--- config.mk ---
export PLATFORM = sky130hd
export DESIGN_NAME = icy_top
export DESIGN_NICKNAME = d
export VERILOG_FILES = /design/src/hw/icy_pkg.sv /design/src/hw/key_command.sv /design/src/hw/player_motion.sv /design/src/hw/tile_freeze.sv /design/src/hw/snowflake_collect.sv /design/src/hw/game_control.sv /design/src/hw/icy_top.sv
export VERILOG_INCLUDE_DIRS = /design/src /design/src/hw
export SDC_FILE = /design/constraint.sdc
export NUM_CORES = 1
export LEC_CHECK = 0
export BUFFER_PORTS_ARGS = -buffer_cell sky130_fd_sc_hd__buf_2
export CORE_MARGIN = 3
export CORE_UTILIZATION = 50
export CTS_CLUSTER_DIAMETER = 80
export DETAILED_ROUTE_END_ITERATION = 6
export GPL_TIMING_DRIVEN = 0
export PLACE_DENSITY = 0.78
export SKIP_LAST_GASP = 1
export SLEW_MARGIN = 10
export SYNTH_ARGS = -nofsm -noshare
export SYNTH_HDL_FRONTEND = slang
export SYNTH_HIERARCHICAL = 1
export SYNTH_SLANG_ARGS = --single-unit
--- constraint.sdc ---
create_clock -name clk -period 2.7 [get_ports clk]
set_input_delay 0.27 -clock clk [delete_from_list [all_inputs] [get_ports clk]]
set_output_delay 0.27 -clock clk [all_outputs]
set_load 0.01 [all_outputs]
--- src/hw/icy_config.svh ---
`ifndef ICY_CONFIG_SVH
`define ICY_CONFIG_SVH

// motion pacing, clocks per tick
`define ICY_TICK_DIV     8

// map and player geometry, y grows downward
`define ICY_MAP_W        256
`define ICY_PLAYER_W     16
`define ICY_START_X      40
`define ICY_FLOOR_Y      200

// physics per tick
`define ICY_STEP         2
`define ICY_JUMP_SPEED   6

// floor tiles
`define ICY_TILE_W       32
`define ICY_TILE_COUNT   8

// snowflakes
`define ICY_SNOW_COUNT   4
`define ICY_SNOW_X0      24
`define ICY_SNOW_PITCH   64
`define ICY_SNOW_Y       185

// keyboard scan codes
`define ICY_KEY_W        8'h1D
`define ICY_KEY_A        8'h1C
`define ICY_KEY_S        8'h1B
`define ICY_KEY_D        8'h23
`define ICY_KEY_R        8'h2D

`endif

--- src/hw/icy_pkg.sv ---
`include "icy_config.svh"

package icy_pkg;

    // pixel coordinates of the player's top-left corner
    typedef logic [8:0] xpos_t;
    typedef logic [8:0] ypos_t;

    // vertical velocity, negative is upward
    typedef logic signed [5:0] vel_t;

    // round state
    typedef enum logic [1:0] {
        IDLE = 2'd0,
        PLAY = 2'd1,
        WIN  = 2'd2
    } game_state_t;

    // wide enough to hold every flake collected
    typedef logic [$clog2(`ICY_SNOW_COUNT + 1)-1:0] score_t;

endpackage

--- src/hw/key_command.sv ---
`include "icy_config.svh"

module key_command (
    input  logic       clk,
    input  logic       rst_n_i,
    input  logic       key_valid_i,
    input  logic [7:0] key_code_i,
    output logic       move_left_o,
    output logic       move_right_o,
    output logic       jump_held_o,
    output logic       start_req_o
);

    logic is_r;
    logic is_w;
    logic is_a;
    logic is_d;

    assign is_r = (key_code_i == `ICY_KEY_R);
    assign is_w = (key_code_i == `ICY_KEY_W);
    assign is_a = (key_code_i == `ICY_KEY_A);
    assign is_d = (key_code_i == `ICY_KEY_D);

    always_ff @(posedge clk) begin
        if (!rst_n_i) begin
            move_left_o  <= 1'b0;
            move_right_o <= 1'b0;
            jump_held_o  <= 1'b0;
            start_req_o  <= 1'b0;
        end else begin
            start_req_o <= 1'b0;
            if (key_valid_i) begin
                if (is_r) begin
                    // restart key leaves the held flags untouched
                    start_req_o <= 1'b1;
                end else begin
                    // last key wins, S and unknown codes release everything
                    jump_held_o  <= is_w;
                    move_left_o  <= is_a;
                    move_right_o <= is_d;
                end
            end
        end
    end

endmodule

--- src/hw/player_motion.sv ---
`include "icy_config.svh"

module player_motion import icy_pkg::*; (
    input  logic  clk,
    input  logic  rst_n_i,
    input  logic  round_start_i,
    input  logic  playing_i,
    input  logic  move_left_i,
    input  logic  move_right_i,
    input  logic  jump_held_i,
    output xpos_t x_o,
    output ypos_t y_o,
    output logic  on_ground_o
);

    localparam int TICK_W = $clog2(`ICY_TICK_DIV);
    localparam xpos_t X_MAX = xpos_t'(`ICY_MAP_W - `ICY_PLAYER_W);
    localparam xpos_t STEP = xpos_t'(`ICY_STEP);
    localparam ypos_t FLOOR_Y = ypos_t'(`ICY_FLOOR_Y);
    localparam vel_t JUMP_VEL = vel_t'(-(`ICY_JUMP_SPEED));

    logic [TICK_W-1:0] tick_cnt;
    logic              tick;
    vel_t              vel_q;
    xpos_t             x_next;
    logic signed [10:0] y_sum;

    assign tick = (tick_cnt == TICK_W'(`ICY_TICK_DIV - 1));

    // tick divider, realigned at every round start
    always_ff @(posedge clk) begin
        if (!rst_n_i || round_start_i) begin
            tick_cnt <= '0;
        end else if (tick) begin
            tick_cnt <= '0;
        end else begin
            tick_cnt <= tick_cnt + 1'b1;
        end
    end

    assign on_ground_o = (y_o == FLOOR_Y) && (vel_q == '0);

    // horizontal step with clamp at both edges
    always_comb begin
        x_next = x_o;
        if (move_left_i) begin
            x_next = (x_o < STEP) ? '0 : x_o - STEP;
        end else if (move_right_i) begin
            x_next = (x_o > X_MAX - STEP) ? X_MAX : x_o + STEP;
        end
    end

    // candidate y after applying velocity, kept signed
    assign y_sum = $signed({2'b00, y_o}) + $signed({{5{vel_q[5]}}, vel_q});

    always_ff @(posedge clk) begin
        if (!rst_n_i || round_start_i) begin
            x_o   <= xpos_t'(`ICY_START_X);
            y_o   <= FLOOR_Y;
            vel_q <= '0;
        end else if (tick && playing_i) begin
            x_o <= x_next;
            if (on_ground_o) begin
                // launch, y holds for this tick
                if (jump_held_i) begin
                    vel_q <= JUMP_VEL;
                end
            end else if (y_sum >= $signed(11'(`ICY_FLOOR_Y))) begin
                // landing snaps onto the floor row
                y_o   <= FLOOR_Y;
                vel_q <= '0;
            end else begin
                y_o   <= ypos_t'(y_sum[8:0]);
                vel_q <= vel_q + vel_t'(1);
            end
        end
    end

endmodule

--- src/hw/tile_freeze.sv ---
`include "icy_config.svh"

module tile_freeze import icy_pkg::*; (
    input  logic                       clk,
    input  logic                       rst_n_i,
    input  logic                       round_start_i,
    input  logic                       playing_i,
    input  xpos_t                      x_i,
    input  logic                       on_ground_i,
    output logic [`ICY_TILE_COUNT-1:0] frozen_o,
    output logic                       all_frozen_o
);

    logic [9:0]                 x_left;
    logic [9:0]                 x_right;
    logic [`ICY_TILE_COUNT-1:0] hit;

    // player span, one bit wider so the right edge cannot wrap
    assign x_left  = {1'b0, x_i};
    assign x_right = x_left + 10'(`ICY_PLAYER_W - 1);

    genvar i;
    generate
        for (i = 0; i < `ICY_TILE_COUNT; i++) begin : g_tile
            localparam int LO = i * `ICY_TILE_W;
            localparam int HI = LO + `ICY_TILE_W - 1;

            // spans overlap when neither lies wholly past the other
            assign hit[i] = playing_i && on_ground_i
                            && (x_left <= 10'(HI))
                            && (x_right >= 10'(LO));
        end
    endgenerate

    // frozen bits are sticky for the round
    always_ff @(posedge clk) begin
        if (!rst_n_i || round_start_i) begin
            frozen_o <= '0;
        end else begin
            frozen_o <= frozen_o | hit;
        end
    end

    assign all_frozen_o = &frozen_o;

endmodule

--- src/hw/snowflake_collect.sv ---
`include "icy_config.svh"

module snowflake_collect import icy_pkg::*; (
    input  logic                       clk,
    input  logic                       rst_n_i,
    input  logic                       round_start_i,
    input  logic                       playing_i,
    input  xpos_t                      x_i,
    input  ypos_t                      y_i,
    output logic [`ICY_SNOW_COUNT-1:0] collected_o,
    output score_t                     score_o
);

    logic [9:0]                 x_left;
    logic [9:0]                 x_right;
    logic                       high_enough;
    logic [`ICY_SNOW_COUNT-1:0] hit;
    logic [`ICY_SNOW_COUNT-1:0] mask_next;
    score_t                     score_next;

    assign x_left      = {1'b0, x_i};
    assign x_right     = x_left + 10'(`ICY_PLAYER_W - 1);
    // y grows downward, so above the row means a smaller value
    assign high_enough = (y_i <= ypos_t'(`ICY_SNOW_Y));

    genvar j;
    generate
        for (j = 0; j < `ICY_SNOW_COUNT; j++) begin : g_flake
            localparam int FX = `ICY_SNOW_X0 + j * `ICY_SNOW_PITCH;

            assign hit[j] = playing_i && high_enough
                            && (x_left <= 10'(FX))
                            && (x_right >= 10'(FX));
        end
    endgenerate

    assign mask_next = collected_o | hit;

    // score follows the updated mask in the same cycle
    always_comb begin
        score_next = '0;
        for (int k = 0; k < `ICY_SNOW_COUNT; k++) begin
            score_next = score_next + score_t'(mask_next[k]);
        end
    end

    always_ff @(posedge clk) begin
        if (!rst_n_i || round_start_i) begin
            collected_o <= '0;
            score_o     <= '0;
        end else begin
            collected_o <= mask_next;
            score_o     <= score_next;
        end
    end

endmodule

--- src/hw/game_control.sv ---
`include "icy_config.svh"

module game_control import icy_pkg::*; (
    input  logic        clk,
    input  logic        rst_n_i,
    input  logic        start_req_i,
    input  logic        all_frozen_i,
    output game_state_t state_o,
    output logic        round_start_o,
    output logic        playing_o
);

    game_state_t state_next;

    // a start request only counts outside a running round
    assign round_start_o = start_req_i && (state_o != PLAY);
    assign playing_o     = (state_o == PLAY);

    always_comb begin
        state_next = state_o;
        case (state_o)
            IDLE, WIN: begin
                if (round_start_o) begin
                    state_next = PLAY;
                end
            end
            PLAY: begin
                if (all_frozen_i) begin
                    state_next = WIN;
                end
            end
            default: state_next = IDLE;
        endcase
    end

    always_ff @(posedge clk) begin
        if (!rst_n_i) begin
            state_o <= IDLE;
        end else begin
            state_o <= state_next;
        end
    end

endmodule

--- src/hw/icy_top.sv ---
`include "icy_config.svh"

module icy_top import icy_pkg::*; (
    input  logic                       clk,
    input  logic                       rst_n_i,
    input  logic                       key_valid_i,
    input  logic [7:0]                 key_code_i,
    output xpos_t                      player_x_o,
    output ypos_t                      player_y_o,
    output logic [`ICY_TILE_COUNT-1:0] frozen_o,
    output logic [`ICY_SNOW_COUNT-1:0] collected_o,
    output score_t                     score_o,
    output game_state_t                state_o
);

    logic move_left;
    logic move_right;
    logic jump_held;
    logic start_req;
    logic round_start;
    logic playing;
    logic on_ground;
    logic all_frozen;

    key_command u_key_command (
        .clk          (clk),
        .rst_n_i      (rst_n_i),
        .key_valid_i  (key_valid_i),
        .key_code_i   (key_code_i),
        .move_left_o  (move_left),
        .move_right_o (move_right),
        .jump_held_o  (jump_held),
        .start_req_o  (start_req)
    );

    game_control u_game_control (
        .clk           (clk),
        .rst_n_i       (rst_n_i),
        .start_req_i   (start_req),
        .all_frozen_i  (all_frozen),
        .state_o       (state_o),
        .round_start_o (round_start),
        .playing_o     (playing)
    );

    player_motion u_player_motion (
        .clk           (clk),
        .rst_n_i       (rst_n_i),
        .round_start_i (round_start),
        .playing_i     (playing),
        .move_left_i   (move_left),
        .move_right_i  (move_right),
        .jump_held_i   (jump_held),
        .x_o           (player_x_o),
        .y_o           (player_y_o),
        .on_ground_o   (on_ground)
    );

    tile_freeze u_tile_freeze (
        .clk           (clk),
        .rst_n_i       (rst_n_i),
        .round_start_i (round_start),
        .playing_i     (playing),
        .x_i           (player_x_o),
        .on_ground_i   (on_ground),
        .frozen_o      (frozen_o),
        .all_frozen_o  (all_frozen)
    );

    snowflake_collect u_snowflake_collect (
        .clk           (clk),
        .rst_n_i       (rst_n_i),
        .round_start_i (round_start),
        .playing_i     (playing),
        .x_i           (player_x_o),
        .y_i           (player_y_o),
        .collected_o   (collected_o),
        .score_o       (score_o)
    );

endmodule

Word level (Yosys, flattened, before mapping)
Index checks and enable logic that the tools add are counted.
Operators by class
  bitwise logic cells: 4
  reduce and logical (&&, ||, !) cells: 43
  equal/unequal tests: 12
  add/subtract/negate cells: 9
  div/mod/pow operators: 0
  muxes and demuxes: 12
  shift-type cells: 0
  multiply operators: 0
  magnitude comparators: 28
Operators with widths (count)
  $le A9 B8 Y1 const B: 7
  $ge A10 B8 Y1 const B: 6
  $mux W9: 5
  $ge A10 B7 Y1 const B: 3
  $logic_and A1 B1 Y1: 29
  $le A9 B7 Y1 const B: 3
  $le A9 B5 Y1 const B: 2
  $mux W6: 3
  $eq A8 B5 Y1 const B: 2
  $eq A8 B6 Y1 const B: 2
  $reduce_and A2 Y1: 6
  $add A10 B6 Y11: 1
  $ge A11 B9 Y1 const B: 1
  $add A9 B4 Y10 const B: 1
  $ge A10 B1 Y1 const B: 1
  $ge A10 B5 Y1 const B: 1
  $ge A10 B6 Y1 const B: 1
  $add A9 B2 Y9 const B: 1
  $eq A9 B8 Y1 const B: 1
  $gt A9 B8 Y1 const B: 1
  $le A9 B6 Y1 const B: 1
  $lt A9 B2 Y1 const B: 1
  $sub A9 B2 Y9 const B: 1
  $or A8 B8 Y8: 1
  21 further kinds: 27
Storage, ports and cells
  memory bits (read-only): 0
  logic and storage cells: 120
  bits in registers: 48
  bits in latches: 0
  memories: 0
  output and inout port bits: 35
  RAM bits: 0

Longest topological paths before layout
Gate-level depths: netlist of run 1.
  depth after elaboration: 8
  depth in mapped cells: 13

By module
Netlist of run 1, hierarchy kept.
Modules (own cells, without submodules)
  player_motion: instances 1, cells an instance 258, sequential area each 520.5 µm², area each 2053.2 µm²
  snowflake_collect: instances 1, cells an instance 72, sequential area each 140.1 µm², area each 605.6 µm²
  tile_freeze: instances 1, cells an instance 76, sequential area each 160.2 µm², area each 595.6 µm²
  key_command: instances 1, cells an instance 20, sequential area each 80.1 µm², area each 211.5 µm²
  game_control: instances 1, cells an instance 9, sequential area each 40.0 µm², area each 95.1 µm²

Worst setup path after synthesis of run 1
No wires, ideal clock.
  path type: reg2reg
  start point: reg u_player_motion.x_o[1]
  end point: reg u_snowflake_collect.score_o[1]
  slack: -0.281 ns
  setup time: 0.115 ns
  data arrival time: 2.866 ns
  stages on the path, launching flop included: 13
  path through: dfxtp_1 -> inv_1 -> ha_1 -> nand2b_1 -> o211a_1 -> nor2_2 -> mux2_4 -> a31o_2 -> fa_1 -> inv_1 -> ha_1 -> ha_1 -> and2_1
Between the ends
  longest elaborated chain between the ends: 7
  elaborated cells between the ends (all ways): 21
  classes of those cells: 4 x add/sub; 8 x order compare; 1 x bitwise; 8 x reduce/logical
Ends and longest elaborated chain
  from (decl): line player_motion.sv:11  | output xpos_t x_o,
  from (signal assigned): line player_motion.sv:58  | x_o <= xpos_t'(`ICY_START_X);
  from (signal assigned): line player_motion.sv:62  | x_o <= x_next;
  $add A9 B4 Y10, or another cell as far along: line snowflake_collect.sv:22  | assign x_right = x_left + 10'(`ICY_PLAYER_W - 1);
  $ge A10 B5 Y1, or another cell as far along: line snowflake_collect.sv:33  | && (x_right >= 10'(FX));
  $logic_and A1 B1 Y1: line snowflake_collect.sv:33
  $or A4 B4 Y4 *: line snowflake_collect.sv:37  | assign mask_next = collected_o | hit;
  $add A1 B1 Y2: line snowflake_collect.sv:43  | score_next = score_next + score_t'(mask_next[k]);
  $add A3 B1 Y3: line snowflake_collect.sv:43
  $add A3 B1 Y3 *: line snowflake_collect.sv:43
  named net u_snowflake_collect.score_next[1]: line snowflake_collect.sv:19  | score_t score_next;
  to (signal assigned): line snowflake_collect.sv:53  | score_o <= score_next;
  to (decl): line snowflake_collect.sv:11  | output score_t score_o
The timed path passes the listed nets; every way through them passes the cells marked *.
A chain may end at the register's enable or synchronous reset.

Worst setup path after layout of run 1
  start point: reg u_player_motion.x_o[2]
  end point: reg u_snowflake_collect.score_o[1]
The elaborated chain is that of the path after synthesis.

==> Flow_metrics.wiki, run 1 <==
{| class="wikitable"
! Metric !! Value
|-
| Area of the die || 8170 um2
|-
| Worst-case vdd ir drop || ~220 uV
|-
| Synth Area in Compound Gates || approximately a quarter
|-
| FF+latch count, synth || 47
|-
| Endpoint kind of the worst setup timing path || flip-flop
|-
| Final cell utilization of the core || 62.8%
|-
| Vias post-DR || around 3700
|-
| Setup crit start kind || flip-flop
|-
| Int Power || 953 uW
|-
| CTS tree || yes
|-
| Largest family of logic cells by synthesized area || simple AND/OR/NAND/NOR gates
|-
| Switching power total || between 200 and 300 uW
|-
| Clock transition at path regs || roughly 0.09 ns
|-
| Synth Cell Area || between 3000 and 4000 um2
|-
| Type of the worst setup path || reg -> reg
|-
| Detailed-routing iteration count for the pre-antenna-repair pass || 5
|-
| Leakage power of the design || 0.00167 uW
|-
| Number of sinks handled by clock tree synthesis || 47
|-
| Power Dens Cells || between 200 and 300 nW/um2
|-
| Number of pins with negative max-slew slack in the final report || 0
|-
| Final hold viol count || 0
|-
| Count of unique library cells instantiated by Yosys || between 80 and 90
|-
| Post-synthesis mux area share || 1.02%
|-
| Post-synth ARST share || 0%
|-
| Clock Path Buffers || 2
|-
| Count of input and output buffers || 44
|-
| Post-layout minimum cycle time || between 2 and 3 ns
|-
| Basic-gate share of the synthesized area counting and, or, nand and nor cells || between 20% and 30%
|-
| Post-synthesis sequential area ratio || 26.4%
|-
| Gr usage total || a little over a fifth
|-
| Hpwl dp || roughly 6600 um
|-
| Combinational share of power || 5.0%
|-
| Failing checks || setup timing
|-
| Reg-to-reg setup timing slack || -0.07 ns
|-
| Worst hold-check path type || in -> reg
|-
| Via count of the first global-routing pass || approximately 3300
|-
| Root buf cell || sky130_fd_sc_hd__clkbuf_8
|-
| Maximum Capacitance Violations || 0
|-
| Number of warnings issued by yosys || 6
|-
| Average wire per standard cell || 16.3 um
|-
| Vias/cell || between 6 and 7
|-
| Starting DRC count in detailed routing || 323
|-
| Horiz. Die Dim || around 90 um
|-
| RSZ-0062 raised after global routing || true
|-
| Wire length of the first global-routing pass || between 15000 and 20000 um
|-
| Area taken by flip-flops and latches || ~960 um2
|-
| Final WL || 9740 um
|-
| Final RePlAce weighted congestion || roughly 0.96
|-
| Total core area || 6830 um2
|-
| Most frequent cells in the layout || sky130_fd_sc_hd__buf_2, sky130_fd_sc_hd__nand2_1, sky130_fd_sc_hd__nor2_1
|-
| Count of hold-fix buffers inserted at cts || 0
|-
| Layout cells sized above 1 || a little over a quarter
|-
| Most common flop cell mapped by yosys || sky130_fd_sc_hd__dfxtp_1
|-
| Number of antenna violations at the first check in global routing || 0
|-
| Parity-gate share of the synthesized area counting xor and xnor cells || under 10%
|-
| Status || finished with violations
|-
| Remaining routing DRC violations || 0
|-
| Clock latency reported for the late side of the worst-skew pair || roughly 0.30 ns
|-
| Switching Share || between 20% and 30%
|-
| Adder and majority gate portion of the synthesized area || under 10%
|-
| WHS || between 0.2 and 0.3 ns
|-
| Sequential share of power || 56.6%
|-
| Commonest non-fill, non-tap cell in the layout || sky130_fd_sc_hd__buf_2
|-
| Count of flip-flops with a built-in enable after synthesis || 0
|-
| Placed Cells incl. Taps || 575
|-
| Area of the multi-input gates || between 2000 and 3000 um2
|-
| F_max || between 300 and 400 MHz
|-
| Setup-violating endpoint count in the final report || 2
|-
| Area added between synthesis and finish || 20.5%
|-
| Final worst slack || -0.0713 ns
|-
| Critical path fanouts, max || 3
|-
| Effective utilization at floorplan || a little over half
|-
| Chip height || between 90 and 100 um
|-
| Required time worst endpoint || 2.90 ns
|-
| Layout filler cell count || just under 600
|-
| Net count after synthesis || 469
|-
| Placed instance area || around 4000 um2
|-
| Worst clock skew on the final layout || between 0.005 and 0.006 ns
|-
| Data arrival time of the worst path || slightly below 3 ns
|-
| Gate count of the mapped netlist || about 440
|-
| Pin count of the biggest net entering global routing || 21
|-
| Number of CTS-inserted buffers || 5
|-
| Row count || 30
|-
| Fraction of the cycle the final worst path needs || 103%
|-
| Relative contribution of the clock network to total power || 38.4%
|-
| Slew at the pin closest to its max-slew limit || ~0.60 ns
|-
| IO Count || 46
|-
| Antenna cells || 0
|-
| CTS H-Tree Depth || 2
|-
| Sum Neg Setup Slack || -0.0820 ns
|-
| Residual overflow from global routing || 0
|-
| Area of all placed cells without fillers || 4290 um2
|-
| Net count, final || roughly 530
|-
| Avg Inst Size Synth || 8.19 um2
|-
| Worst slew margin relative to its limit || 59.9%
|-
| Antenna-violating nets left || 0
|-
| Number of cells in the finished layout apart from fillers || 596
|}
## cell type report
class	instances	area share (%)
Inverter	25	2.19
Buffer	16	2.07
Clock buffer	8	2.33
Timing Repair Buffer	57	7.49
Tap cell	96	2.80
Multi-Input combinational cell	347	60.7
Sequential cell	47	22.4
## cells in the mapped netlist, types with 4 or more instances
cell type | instances | area (um2)
sky130_fd_sc_hd__a211oi_1 | 6 | 45.0
sky130_fd_sc_hd__a211oi_2 | 5 | 62.6
sky130_fd_sc_hd__a21oi_1 | 21 | 105
sky130_fd_sc_hd__a21oi_2 | 7 | 61.3
sky130_fd_sc_hd__a311oi_1 | 4 | 35.0
sky130_fd_sc_hd__a31oi_1 | 6 | 37.5
sky130_fd_sc_hd__and2_1 | 5 | 31.3
sky130_fd_sc_hd__clkbuf_1 | 10 | 37.5
sky130_fd_sc_hd__dfxtp_1 | 47 | 941
sky130_fd_sc_hd__ha_1 | 21 | 263
sky130_fd_sc_hd__inv_1 | 25 | 93.8
sky130_fd_sc_hd__nand2_1 | 43 | 161
sky130_fd_sc_hd__nand2b_1 | 6 | 37.5
sky130_fd_sc_hd__nand3_1 | 10 | 50.1
sky130_fd_sc_hd__nand4_1 | 10 | 62.6
sky130_fd_sc_hd__nor2_1 | 42 | 158
sky130_fd_sc_hd__nor2b_1 | 8 | 50.1
sky130_fd_sc_hd__nor3_1 | 9 | 45.0
sky130_fd_sc_hd__nor3b_1 | 5 | 37.5
sky130_fd_sc_hd__nor4_1 | 7 | 43.8
sky130_fd_sc_hd__nor4b_1 | 4 | 35.0
sky130_fd_sc_hd__o211ai_1 | 4 | 30.0
sky130_fd_sc_hd__o21ai_0 | 18 | 90.1
sky130_fd_sc_hd__o21ai_1 | 4 | 20.0
sky130_fd_sc_hd__o31ai_1 | 6 | 45.0
sky130_fd_sc_hd__xnor2_1 | 6 | 52.6
sky130_fd_sc_hd__xor2_1 | 4 | 35.0
## per-layer routing
metal / up-vias / wire (um) / share of wire [%] / global-route usage (%)
met3: 14 / 628 / 6.4 / 3.00
met1: 1733 / 4250 / 44 / 28.6
li1: 1759 / - / - / -
met2: 154 / 4760 / 49 / 38.3
met4: 0 / 100 / 1.0 / 4.97
met5: - / 0 / 0 / 0
## worst paths after layout
| path | startpoint | end | cells past startpoint |
|---|---|---|---|
| min | key_valid_i | u_key_command/jump_held_o | 3 |
| max | u_player_motion/x_o[2] | u_snowflake_collect/score_o[1] | 11 |
| min reg2reg | u_player_motion/tick_cnt[0] | u_player_motion/tick_cnt[0] | 1 |
| max reg2reg | u_player_motion/x_o[2] | u_snowflake_collect/score_o[1] | 11 |
## worst max-delay path, stage by stage (launching register included)
cell                       delay (ns)
sky130_fd_sc_hd__dfxtp_4         0.36
sky130_fd_sc_hd__buf_4           0.14
sky130_fd_sc_hd__o41ai_4         0.34
sky130_fd_sc_hd__xor2_1          0.15
sky130_fd_sc_hd__o311ai_2        0.17
sky130_fd_sc_hd__nand2_1         0.20
sky130_fd_sc_hd__a31o_4          0.26
sky130_fd_sc_hd__fa_1            0.49
sky130_fd_sc_hd__inv_1           0.05
sky130_fd_sc_hd__ha_2            0.18
sky130_fd_sc_hd__ha_4            0.20
sky130_fd_sc_hd__and2_4          0.12
## kinds of logic (layout without fill, tap and decap cells)
| group | count (synthesis) | count (layout) |
|---|---|---|
| adder cells (fa/ha/maj) | 23 | 23 |
| AO/OA/AOI/OAI | 126 | 126 |
| buffers and inverters | 41 | 106 |
| XOR/XNOR | 10 | 10 |
| multiplexers | 3 | 3 |
| flip-flops | 47 | 47 |
| AND/OR/NAND/NOR | 184 | 184 |
| other | 1 | 1 |
## registers in the layout, indices dropped and copies added, names as in the netlist
signal / flops
u_game_control/state_o: 2
u_key_command/jump_held_o: 1
u_key_command/move_left_o: 1
u_key_command/move_right_o: 1
u_key_command/start_req_o: 1
u_player_motion/tick_cnt: 3
u_player_motion/vel_q: 6
u_player_motion/x_o: 8
u_player_motion/y_o: 9
u_snowflake_collect/collected_o: 4
u_snowflake_collect/score_o: 3
u_tile_freeze/frozen_o: 8
## power by group through the flow
stage / clock network, uW / registers [uW] / logic (uW)
2_1_floorplan: 0 / 711 / 33.7
3_5_place_dp: 0 / 711 / 54.9
4_1_cts: 471 / 695 / 55.3
6_report: 471 / 695 / 61.0
5_1_grt: 498 / 695 / 67.2
3_3_place_gp: 0 / 711 / 52.8
## through the flow
step	setup slack [ns]	power [uW]
global placement	-0.248	764
floorplan	-0.0434	745
global route	-0.135	1260
finish	-0.0713	1230
CTS	-0.0444	1220
detailed placement	-0.307	766
## what timing repair did
item,in CTS,in global routing
gates resized for setup,13,25
cloned,0,1
setup buffers,8,4
pin swaps,3,10
setup endpoints to repair,16,14
Note: power is estimated with default switching activity, not from simulation.
==> run 2, diff against run 1 <==
--- a/config.mk
+++ b/config.mk
@@ -14,3 +14,3 @@
 export GPL_TIMING_DRIVEN = 0
-export PLACE_DENSITY = 0.78
+export PLACE_DENSITY = 0.73
 export SKIP_LAST_GASP = 1
--- a/constraint.sdc
+++ b/constraint.sdc
@@ -3,2 +3,2 @@
 set_output_delay 0.27 -clock clk [all_outputs]
-set_load 0.01 [all_outputs]
+set_load 0.02 [all_outputs]
==> Flow_metrics.wiki, run 2 (synthesis gave the netlist of run 1 again) <==
{| class="wikitable"
! Metric !! Value
|-
| Status || finished with violations
|-
| Failing checks || setup timing
|-
| Most frequent cells in the layout || sky130_fd_sc_hd__buf_2, sky130_fd_sc_hd__nand2_1, sky130_fd_sc_hd__nor2_1
|-
| Count of hold-fix buffers inserted at cts || 0
|-
| Top Family by Delay on Critical Path || adder cells
|-
| Delay contributed by the slowest stage of the critical path || between 0.5 and 0.6 ns
|-
| Required time worst endpoint || just under 3 ns
|-
| Worst-case vdd ir drop || between 150 and 200 uV
|-
| Setup-violating endpoint count in the final report || 1
|-
| Registers with the highest flip-flop counts || u_player_motion/y_o: 9 flops, u_player_motion/x_o: 8 flops, u_tile_freeze/frozen_o: 8 flops
|-
| WHS || ~0.25 ns
|-
| Vias/cell || just over 6
|-
| Number of cells in the finished layout apart from fillers || around 600
|-
| Worst clock skew on the final layout || between 0.015 and 0.02 ns
|-
| Flip-flop count of the largest register after layout || 9
|-
| Cell with the largest stage delay on the worst path || sky130_fd_sc_hd__or4_4
|-
| Worst hold-check path type || in -> reg
|-
| Clock latency reported for the late side of the worst-skew pair || between 0.3 and 0.4 ns
|-
| Area added between synthesis and finish || 23.0%
|-
| Gr usage total || around 22%
|-
| Antenna cells || 0
|-
| Final WL || about 9600 um
|-
| Starting DRC count in detailed routing || 280
|-
| Clock transition at path regs || about 0.09 ns
|-
| Row count || 30
|-
| Via count of the first global-routing pass || around 3400
|-
| RSZ-0062 raised after global routing || true
|-
| CTS H-Tree Depth || 2
|-
| Root buf cell || sky130_fd_sc_hd__clkbuf_8
|-
| Number of CTS-inserted buffers || 5
|-
| Hold depth || 3
|-
| Reg-to-reg setup timing slack || -0.01 ns
|-
| CP cell instances || or4_4 > nand4_4 > nor2_2 > mux2_4 > a31o_4 > fa_1 > inv_1 > ha_2 > ha_4 > and2_4
|-
| Worst flop-to-flop path startpoint || u_player_motion/x_o[2]
|-
| Horiz. Die Dim || ~90 um
|-
| Hpwl dp || between 6000 and 7000 um
|-
| Chip height || roughly 90 um
|-
| Power consumption || around 1300 uW
|-
| Antenna-violating nets left || 0
|-
| Placed Cells incl. Taps || about 580
|-
| Net count, final || approximately 540
|-
| Endpoint kind of the worst setup timing path || flip-flop
|-
| Final cell utilization of the core || 64.1%
|-
| CTS tree || yes
|-
| Clock Path Buffers || 2
|-
| Final worst slack || -0.0143 ns
|-
| Number of antenna violations at the first check in global routing || 0
|-
| Register with the most flip-flops || u_player_motion/y_o
|-
| Residual overflow from global routing || 0
|-
| Final RePlAce weighted congestion || around 0.89
|-
| Area of the die || about 8200 um2
|-
| Reg2reg end || u_snowflake_collect/score_o[1]
|-
| Count of input and output buffers || 44
|-
| Worst slew margin relative to its limit || between 60% and 70%
|-
| Setup crit start kind || flip-flop
|-
| Data arrival time of the worst path || about 2.9 ns
|-
| Leakage power of the design || 0.00170 uW
|-
| Critical path fanouts, max || 5
|-
| Hold Crit Start || key_valid_i
|-
| Vias post-DR || roughly 3700
|-
| Maximum Capacitance Violations || 0
|-
| Number of buffer and inverter instances along the worst setup path || 1
|-
| Average wire per standard cell || approximately 16 um
|-
| Sum Neg Setup Slack || -0.0143 ns
|-
| Power Dens Cells || around 290 nW/um2
|-
| F_max || between 300 and 400 MHz
|-
| Slew at the pin closest to its max-slew limit || 0.560 ns
|-
| Total core area || between 6000 and 7000 um2
|-
| Commonest non-fill, non-tap cell in the layout || sky130_fd_sc_hd__buf_2
|-
| Effective utilization at floorplan || 52.1%
|-
| IO Count || 46
|-
| Pin count of the biggest net entering global routing || 21
|-
| Fraction of the cycle the final worst path needs || 101%
|-
| Wire length of the first global-routing pass || about 16000 um
|-
| Number of pins with negative max-slew slack in the final report || 0
|-
| Hold endpoint || u_key_command/jump_held_o
|-
| Layout filler cell count || ~600
|-
| Number of sinks handled by clock tree synthesis || between 40 and 50
|-
| Detailed-routing iteration count for the pre-antenna-repair pass || 5
|-
| Final hold viol count || 0
|-
| Layout cells sized above 1 || between 20% and 30%
|-
| FF-to-FF path depth || 10
|-
| Remaining routing DRC violations || 0
|-
| Type of the worst setup path || reg -> reg
|-
| Post-layout minimum cycle time || between 2 and 3 ns
|}
-- run 2: changes by cell type in the layout (fill, tap and decap cells not counted), moves of 2 or more --
| cell | delta |
|---|---|
| sky130_fd_sc_hd__buf_4 | +6 |
| sky130_fd_sc_hd__dfxtp_1 | -3 |
| sky130_fd_sc_hd__clkbuf_8 | -2 |
| sky130_fd_sc_hd__dfxtp_4 | +2 |
| sky130_fd_sc_hd__ha_4 | +2 |
-- run 2: layer usage --
metal  track usage [%]  share of wire (%)  up-vias
li1                  -                  -     1767
met1              30.0                 43     1779
met2              37.1                 49      168
met3              3.25                6.5       16
met4              7.53                1.4        0
met5                 0                  0        -
-- run 2: per-stage QoR --
stage	area, um2	setup slack, ns
4_1_cts	4230	-0.0557
3_5_place_dp	3930	-0.189
5_1_grt	4380	-0.0945
6_report	4380	-0.0143
3_3_place_gp	3930	-0.144
2_1_floorplan	3590	-0.0565
-- run 2: cell type report --
type | instances | area, um2 | share of cell area, %
Buffer | 16 | 88.8 | 2.03
Clock buffer | 5 | 68.8 | 1.57
Clock inverter | 3 | 47.5 | 1.09
Inverter | 25 | 93.8 | 2.14
Multi-Input combinational cell | 347 | 2620 | 59.8
Sequential cell | 47 | 970 | 22.1
Tap cell | 96 | 120 | 2.74
Timing Repair Buffer | 63 | 370 | 8.46
-- run 2: where the power goes --
part | total (uW) | leakage [uW] | switching [uW] | internal (uW)
Clock | 532 | 0.0000587 | 251 | 281
Sequential | 693 | 0.000384 | 1.40 | 691
Combinational | 61.0 | 0.00126 | 35.6 | 25.4
Total | 1290 | 0.00170 | 288 | 997
-- run 2: repair_timing --
action	4_1_cts	5_1_grt
gates cloned	0	1
endpoints found under the setup margin	15	15
endpoints found under the hold margin	0	0
pin swaps	9	10
gates resized for setup	16	28
setup buffers	16	2
-- run 2: how the worst max path moves through the flow --
stage	start	end	slack (ns)	cells after the start
after floorplan	u_player_motion/x_o[2]	u_snowflake_collect/score_o[1]	-0.06	10
after global placement	u_player_motion/vel_q[0]	u_player_motion/y_o[6]	-0.14	10
after detailed placement	u_player_motion/vel_q[0]	u_player_motion/y_o[3]	-0.19	10
after CTS	u_player_motion/x_o[2]	u_snowflake_collect/score_o[1]	-0.06	10
after global routing	u_player_motion/x_o[2]	u_snowflake_collect/score_o[1]	-0.09	11
final	u_player_motion/x_o[2]	u_snowflake_collect/score_o[1]	-0.01	10
-- run 2: tightest hold or removal path, delay by kind of cell --
kind | cells | cell delay [ns]
buf+inv | 1 | 0.10
compound gates | 1 | 0.07
simple gates | 1 | 0.07
==> run 3, diff against run 2 <==
- ABC_AREA: default -> 1
==> Flow_metrics.wiki, run 3 <==
{| class="wikitable"
! Metric !! Value
|-
| Antenna cells || 0
|-
| Slew at the pin closest to its max-slew limit || between 0.6 and 0.7 ns
|-
| Count of input and output buffers || 44
|-
| Number of sinks handled by clock tree synthesis || 47
|-
| Post-layout minimum cycle time || 2.51 ns
|-
| Final hold viol count || 0
|-
| Starting DRC count in detailed routing || around 260
|-
| Row count || 31
|-
| Maximum Capacitance Violations || 0
|-
| Average wire per standard cell || 12.0 um
|-
| Most common flop cell mapped by yosys || sky130_fd_sc_hd__dfxtp_1
|-
| Number of cells in the finished layout apart from fillers || between 700 and 800
|-
| Net count after synthesis || around 670
|-
| Worst slew margin relative to its limit || between 50% and 60%
|-
| Hpwl dp || 7380 um
|-
| Power Dens Cells || ~290 nW/um2
|-
| Worst flop-to-flop path startpoint || u_game_control/state_o[0]
|-
| Flip-flop count of the largest register after layout || 9
|-
| Cell type with the highest aggregate area in the netlist || sky130_fd_sc_hd__dfxtp_1
|-
| Data arrival time of the worst path || around 2.7 ns
|-
| Number of pins with negative max-slew slack in the final report || 0
|-
| Synth Cell Area || about 4000 um2
|-
| Gate count of the mapped netlist || 638
|-
| Hold Crit Start || key_valid_i
|-
| Number of antenna violations at the first check in global routing || 0
|-
| Net count, final || a little over 700
|-
| Gr usage total || 21.8%
|-
| Reg-to-reg setup timing slack || slightly below 0.2 ns
|-
| Number of warnings issued by yosys || 6
|-
| Post-synth ARST share || 0%
|-
| CTS tree || yes
|-
| Via count of the first global-routing pass || roughly 3700
|-
| Required time worst endpoint || around 2.9 ns
|-
| CTS H-Tree Depth || 2
|-
| WHS || 0.238 ns
|-
| FF-to-FF path depth || 11
|-
| Count of hold-fix buffers inserted at cts || 0
|-
| Pin count of the biggest net entering global routing || 20
|-
| Hold depth || 3
|-
| Post-synthesis sequential area ratio || 23.6%
|-
| Setup-violating endpoint count in the final report || 0
|-
| Leakage power of the design || between 0.002 and 0.0025 uW
|-
| Horiz. Die Dim || 95.2 um
|-
| Worst-case vdd ir drop || between 300 and 400 uV
|-
| Clock Path Buffers || 2
|-
| Leading cell type by number of instances after synthesis || sky130_fd_sc_hd__nand2_1
|-
| Reg2reg end || u_snowflake_collect/score_o[1]
|-
| Vias/cell || a little over 5
|-
| Remaining routing DRC violations || 0
|-
| List of most frequent post-synthesis cells || sky130_fd_sc_hd__nand2_1, sky130_fd_sc_hd__inv_1, sky130_fd_sc_hd__nor2_1
|-
| Final RePlAce weighted congestion || 0.921
|-
| Layout cells sized above 1 || slightly above 20%
|-
| Status || completed
|-
| Worst clock skew on the final layout || roughly 0.011 ns
|-
| Clock latency reported for the late side of the worst-skew pair || just over 0.3 ns
|-
| Antenna-violating nets left || 0
|-
| Avg Inst Size Synth || 6.24 um2
|-
| Hold endpoint || u_key_command/start_req_o
|-
| Setup crit start kind || flip-flop
|-
| Final WL || between 9000 and 10000 um
|-
| Layout filler cell count || 741
|-
| Area of all placed cells without fillers || 4490 um2
|-
| FF+latch count, synth || 47
|-
| Type of the worst setup path || reg -> reg
|-
| Number of CTS-inserted buffers || 5
|-
| F_max || 399 MHz
|-
| Top cell type's share of synthesized area || approximately a quarter
|-
| RSZ-0062 raised after global routing || false
|-
| Fraction of the cycle the final worst path needs || 92.9%
|-
| IO Count || between 40 and 50
|-
| Count of flip-flops with a built-in enable after synthesis || 0
|-
| Residual overflow from global routing || 0
|-
| Critical path fanouts, max || 5
|-
| Total core area || 7490 um2
|-
| Worst hold-check path type || in -> reg
|-
| Area of the die || 9070 um2
|-
| Registers with the highest flip-flop counts || u_player_motion/y_o: 9 flops, u_player_motion/x_o: 8 flops, u_tile_freeze/frozen_o: 8 flops
|-
| Placed instance area || 4320 um2
|-
| Effective utilization at floorplan || 53.2%
|-
| Area added between synthesis and finish || 12.7%
|-
| Commonest non-fill, non-tap cell in the layout || sky130_fd_sc_hd__nand2_1
|-
| Endpoint kind of the worst setup timing path || flip-flop
|-
| Chip height || around 95 um
|-
| Placed Cells incl. Taps || 781
|-
| Detailed-routing iteration count for the pre-antenna-repair pass || 4
|-
| Vias post-DR || ~4000
|-
| Register with the most flip-flops || u_player_motion/y_o
|-
| Clock transition at path regs || 0.10 ns
|-
| Count of unique library cells instantiated by Yosys || 40
|-
| Wire length of the first global-routing pass || around 16000 um
|-
| Top area cells in the synthesized netlist || sky130_fd_sc_hd__dfxtp_1, sky130_fd_sc_hd__nand2_1, sky130_fd_sc_hd__inv_1
|-
| Most frequent cells in the layout || sky130_fd_sc_hd__nand2_1, sky130_fd_sc_hd__inv_1, sky130_fd_sc_hd__nor2_1
|-
| Root buf cell || sky130_fd_sc_hd__clkbuf_8
|}
-- run 3: cell count changes in the layout (fill, tap and decap cells not counted), moves of 15 or more --
| cell | before | now |
|---|---|---|
| sky130_fd_sc_hd__a21oi_1 | 19 | 34 |
| sky130_fd_sc_hd__inv_1 | 24 | 100 |
| sky130_fd_sc_hd__nand2_1 | 43 | 160 |
| sky130_fd_sc_hd__nand2_2 | 1 | 27 |
| sky130_fd_sc_hd__nand3_1 | 10 | 47 |
| sky130_fd_sc_hd__nor2_1 | 40 | 71 |
-- run 3: area by class of cell --
type,instances,area (um2),area share (%)
clock buffer,5,68.8,1.53
inverter,110,413,9.20
multi-input combinational,473,2580,57.5
clock inverter,3,43.8,0.976
sequential,47,957,21.3
buffer,8,58.8,1.31
tap,99,124,2.76
timing repair buffer,47,243,5.41
-- run 3: kinds of logic after synthesis --
kind of cell               synth area share, %
buffers and inverters                     11.9
adders and majority gates                 7.61
DFF                                       23.6
xor gates and xnor gates                  2.83
other                                   0.0942
and+or+nand+nor                           41.7
AOI/OAI and AO/OA                         12.3
-- run 3: layer usage --
layer / routed length, um / track usage (%)
met5: 0 / 0
met4: 112 / 6.49
met3: 425 / 2.92
met2: 4690 / 38.3
met1: 4250 / 27.6
-- run 3: worst max-delay path: stages, from the launching register on --
cell and delay (ns):
sky130_fd_sc_hd__dfxtp_1 0.41, sky130_fd_sc_hd__inv_2 0.08, sky130_fd_sc_hd__nor2_2 0.24, sky130_fd_sc_hd__nand3_2 0.21, sky130_fd_sc_hd__nor3b_2 0.24, sky130_fd_sc_hd__a21oi_1 0.11, sky130_fd_sc_hd__fa_1 0.55, sky130_fd_sc_hd__inv_1 0.04
sky130_fd_sc_hd__ha_1 0.17, sky130_fd_sc_hd__ha_1 0.26, sky130_fd_sc_hd__inv_1 0.05, sky130_fd_sc_hd__nor2_1 0.04
-- run 3: power breakdown --
group	switching, uW	internal [uW]
sequential	3.92	696
clock	250	276
combinational	42.9	22.1
-- run 3: how the worst max path moves through the flow --
| stage | startpoint | end | slack (ns) | cells past startpoint |
|---|---|---|---|---|
| 3_3_place_gp | u_player_motion/x_o[4] | u_snowflake_collect/score_o[1] | -0.03 | 16 |
| 4_1_cts | u_player_motion/x_o[1] | u_snowflake_collect/score_o[1] | 0.07 | 16 |
| 6_report | u_game_control/state_o[0] | u_snowflake_collect/score_o[1] | 0.19 | 11 |
| 3_5_place_dp | u_player_motion/x_o[1] | u_snowflake_collect/score_o[1] | -0.04 | 16 |
| 5_1_grt | u_player_motion/x_o[1] | u_snowflake_collect/score_o[1] | 0.006 | 15 |
| 2_1_floorplan | u_player_motion/x_o[1] | u_snowflake_collect/score_o[1] | 0.06 | 16 |
-- run 3: stage by stage --
| stage | total power, uW | TNS (ns) | util, % | setup WS (ns) |
|---|---|---|---|---|
| after floorplan | 760 | 0 | - | 0.0644 |
| after global placement | 780 | -0.0269 | 57.8 | -0.0269 |
| after detailed placement | 783 | -0.0431 | 57.8 | -0.0431 |
| after CTS | 1310 | 0 | 59.3 | 0.0685 |
| after global routing | 1340 | 0 | 59.9 | 0.00605 |
| final | 1290 | 0 | 59.9 | 0.193 |
-- run 3: timing repair --
item / 4_1_cts / 5_1_grt
endpoints found under the setup margin: 1 / 3
gates resized for setup: 3 / 10
pin swaps: 0 / 1
setup buffers: 0 / 3
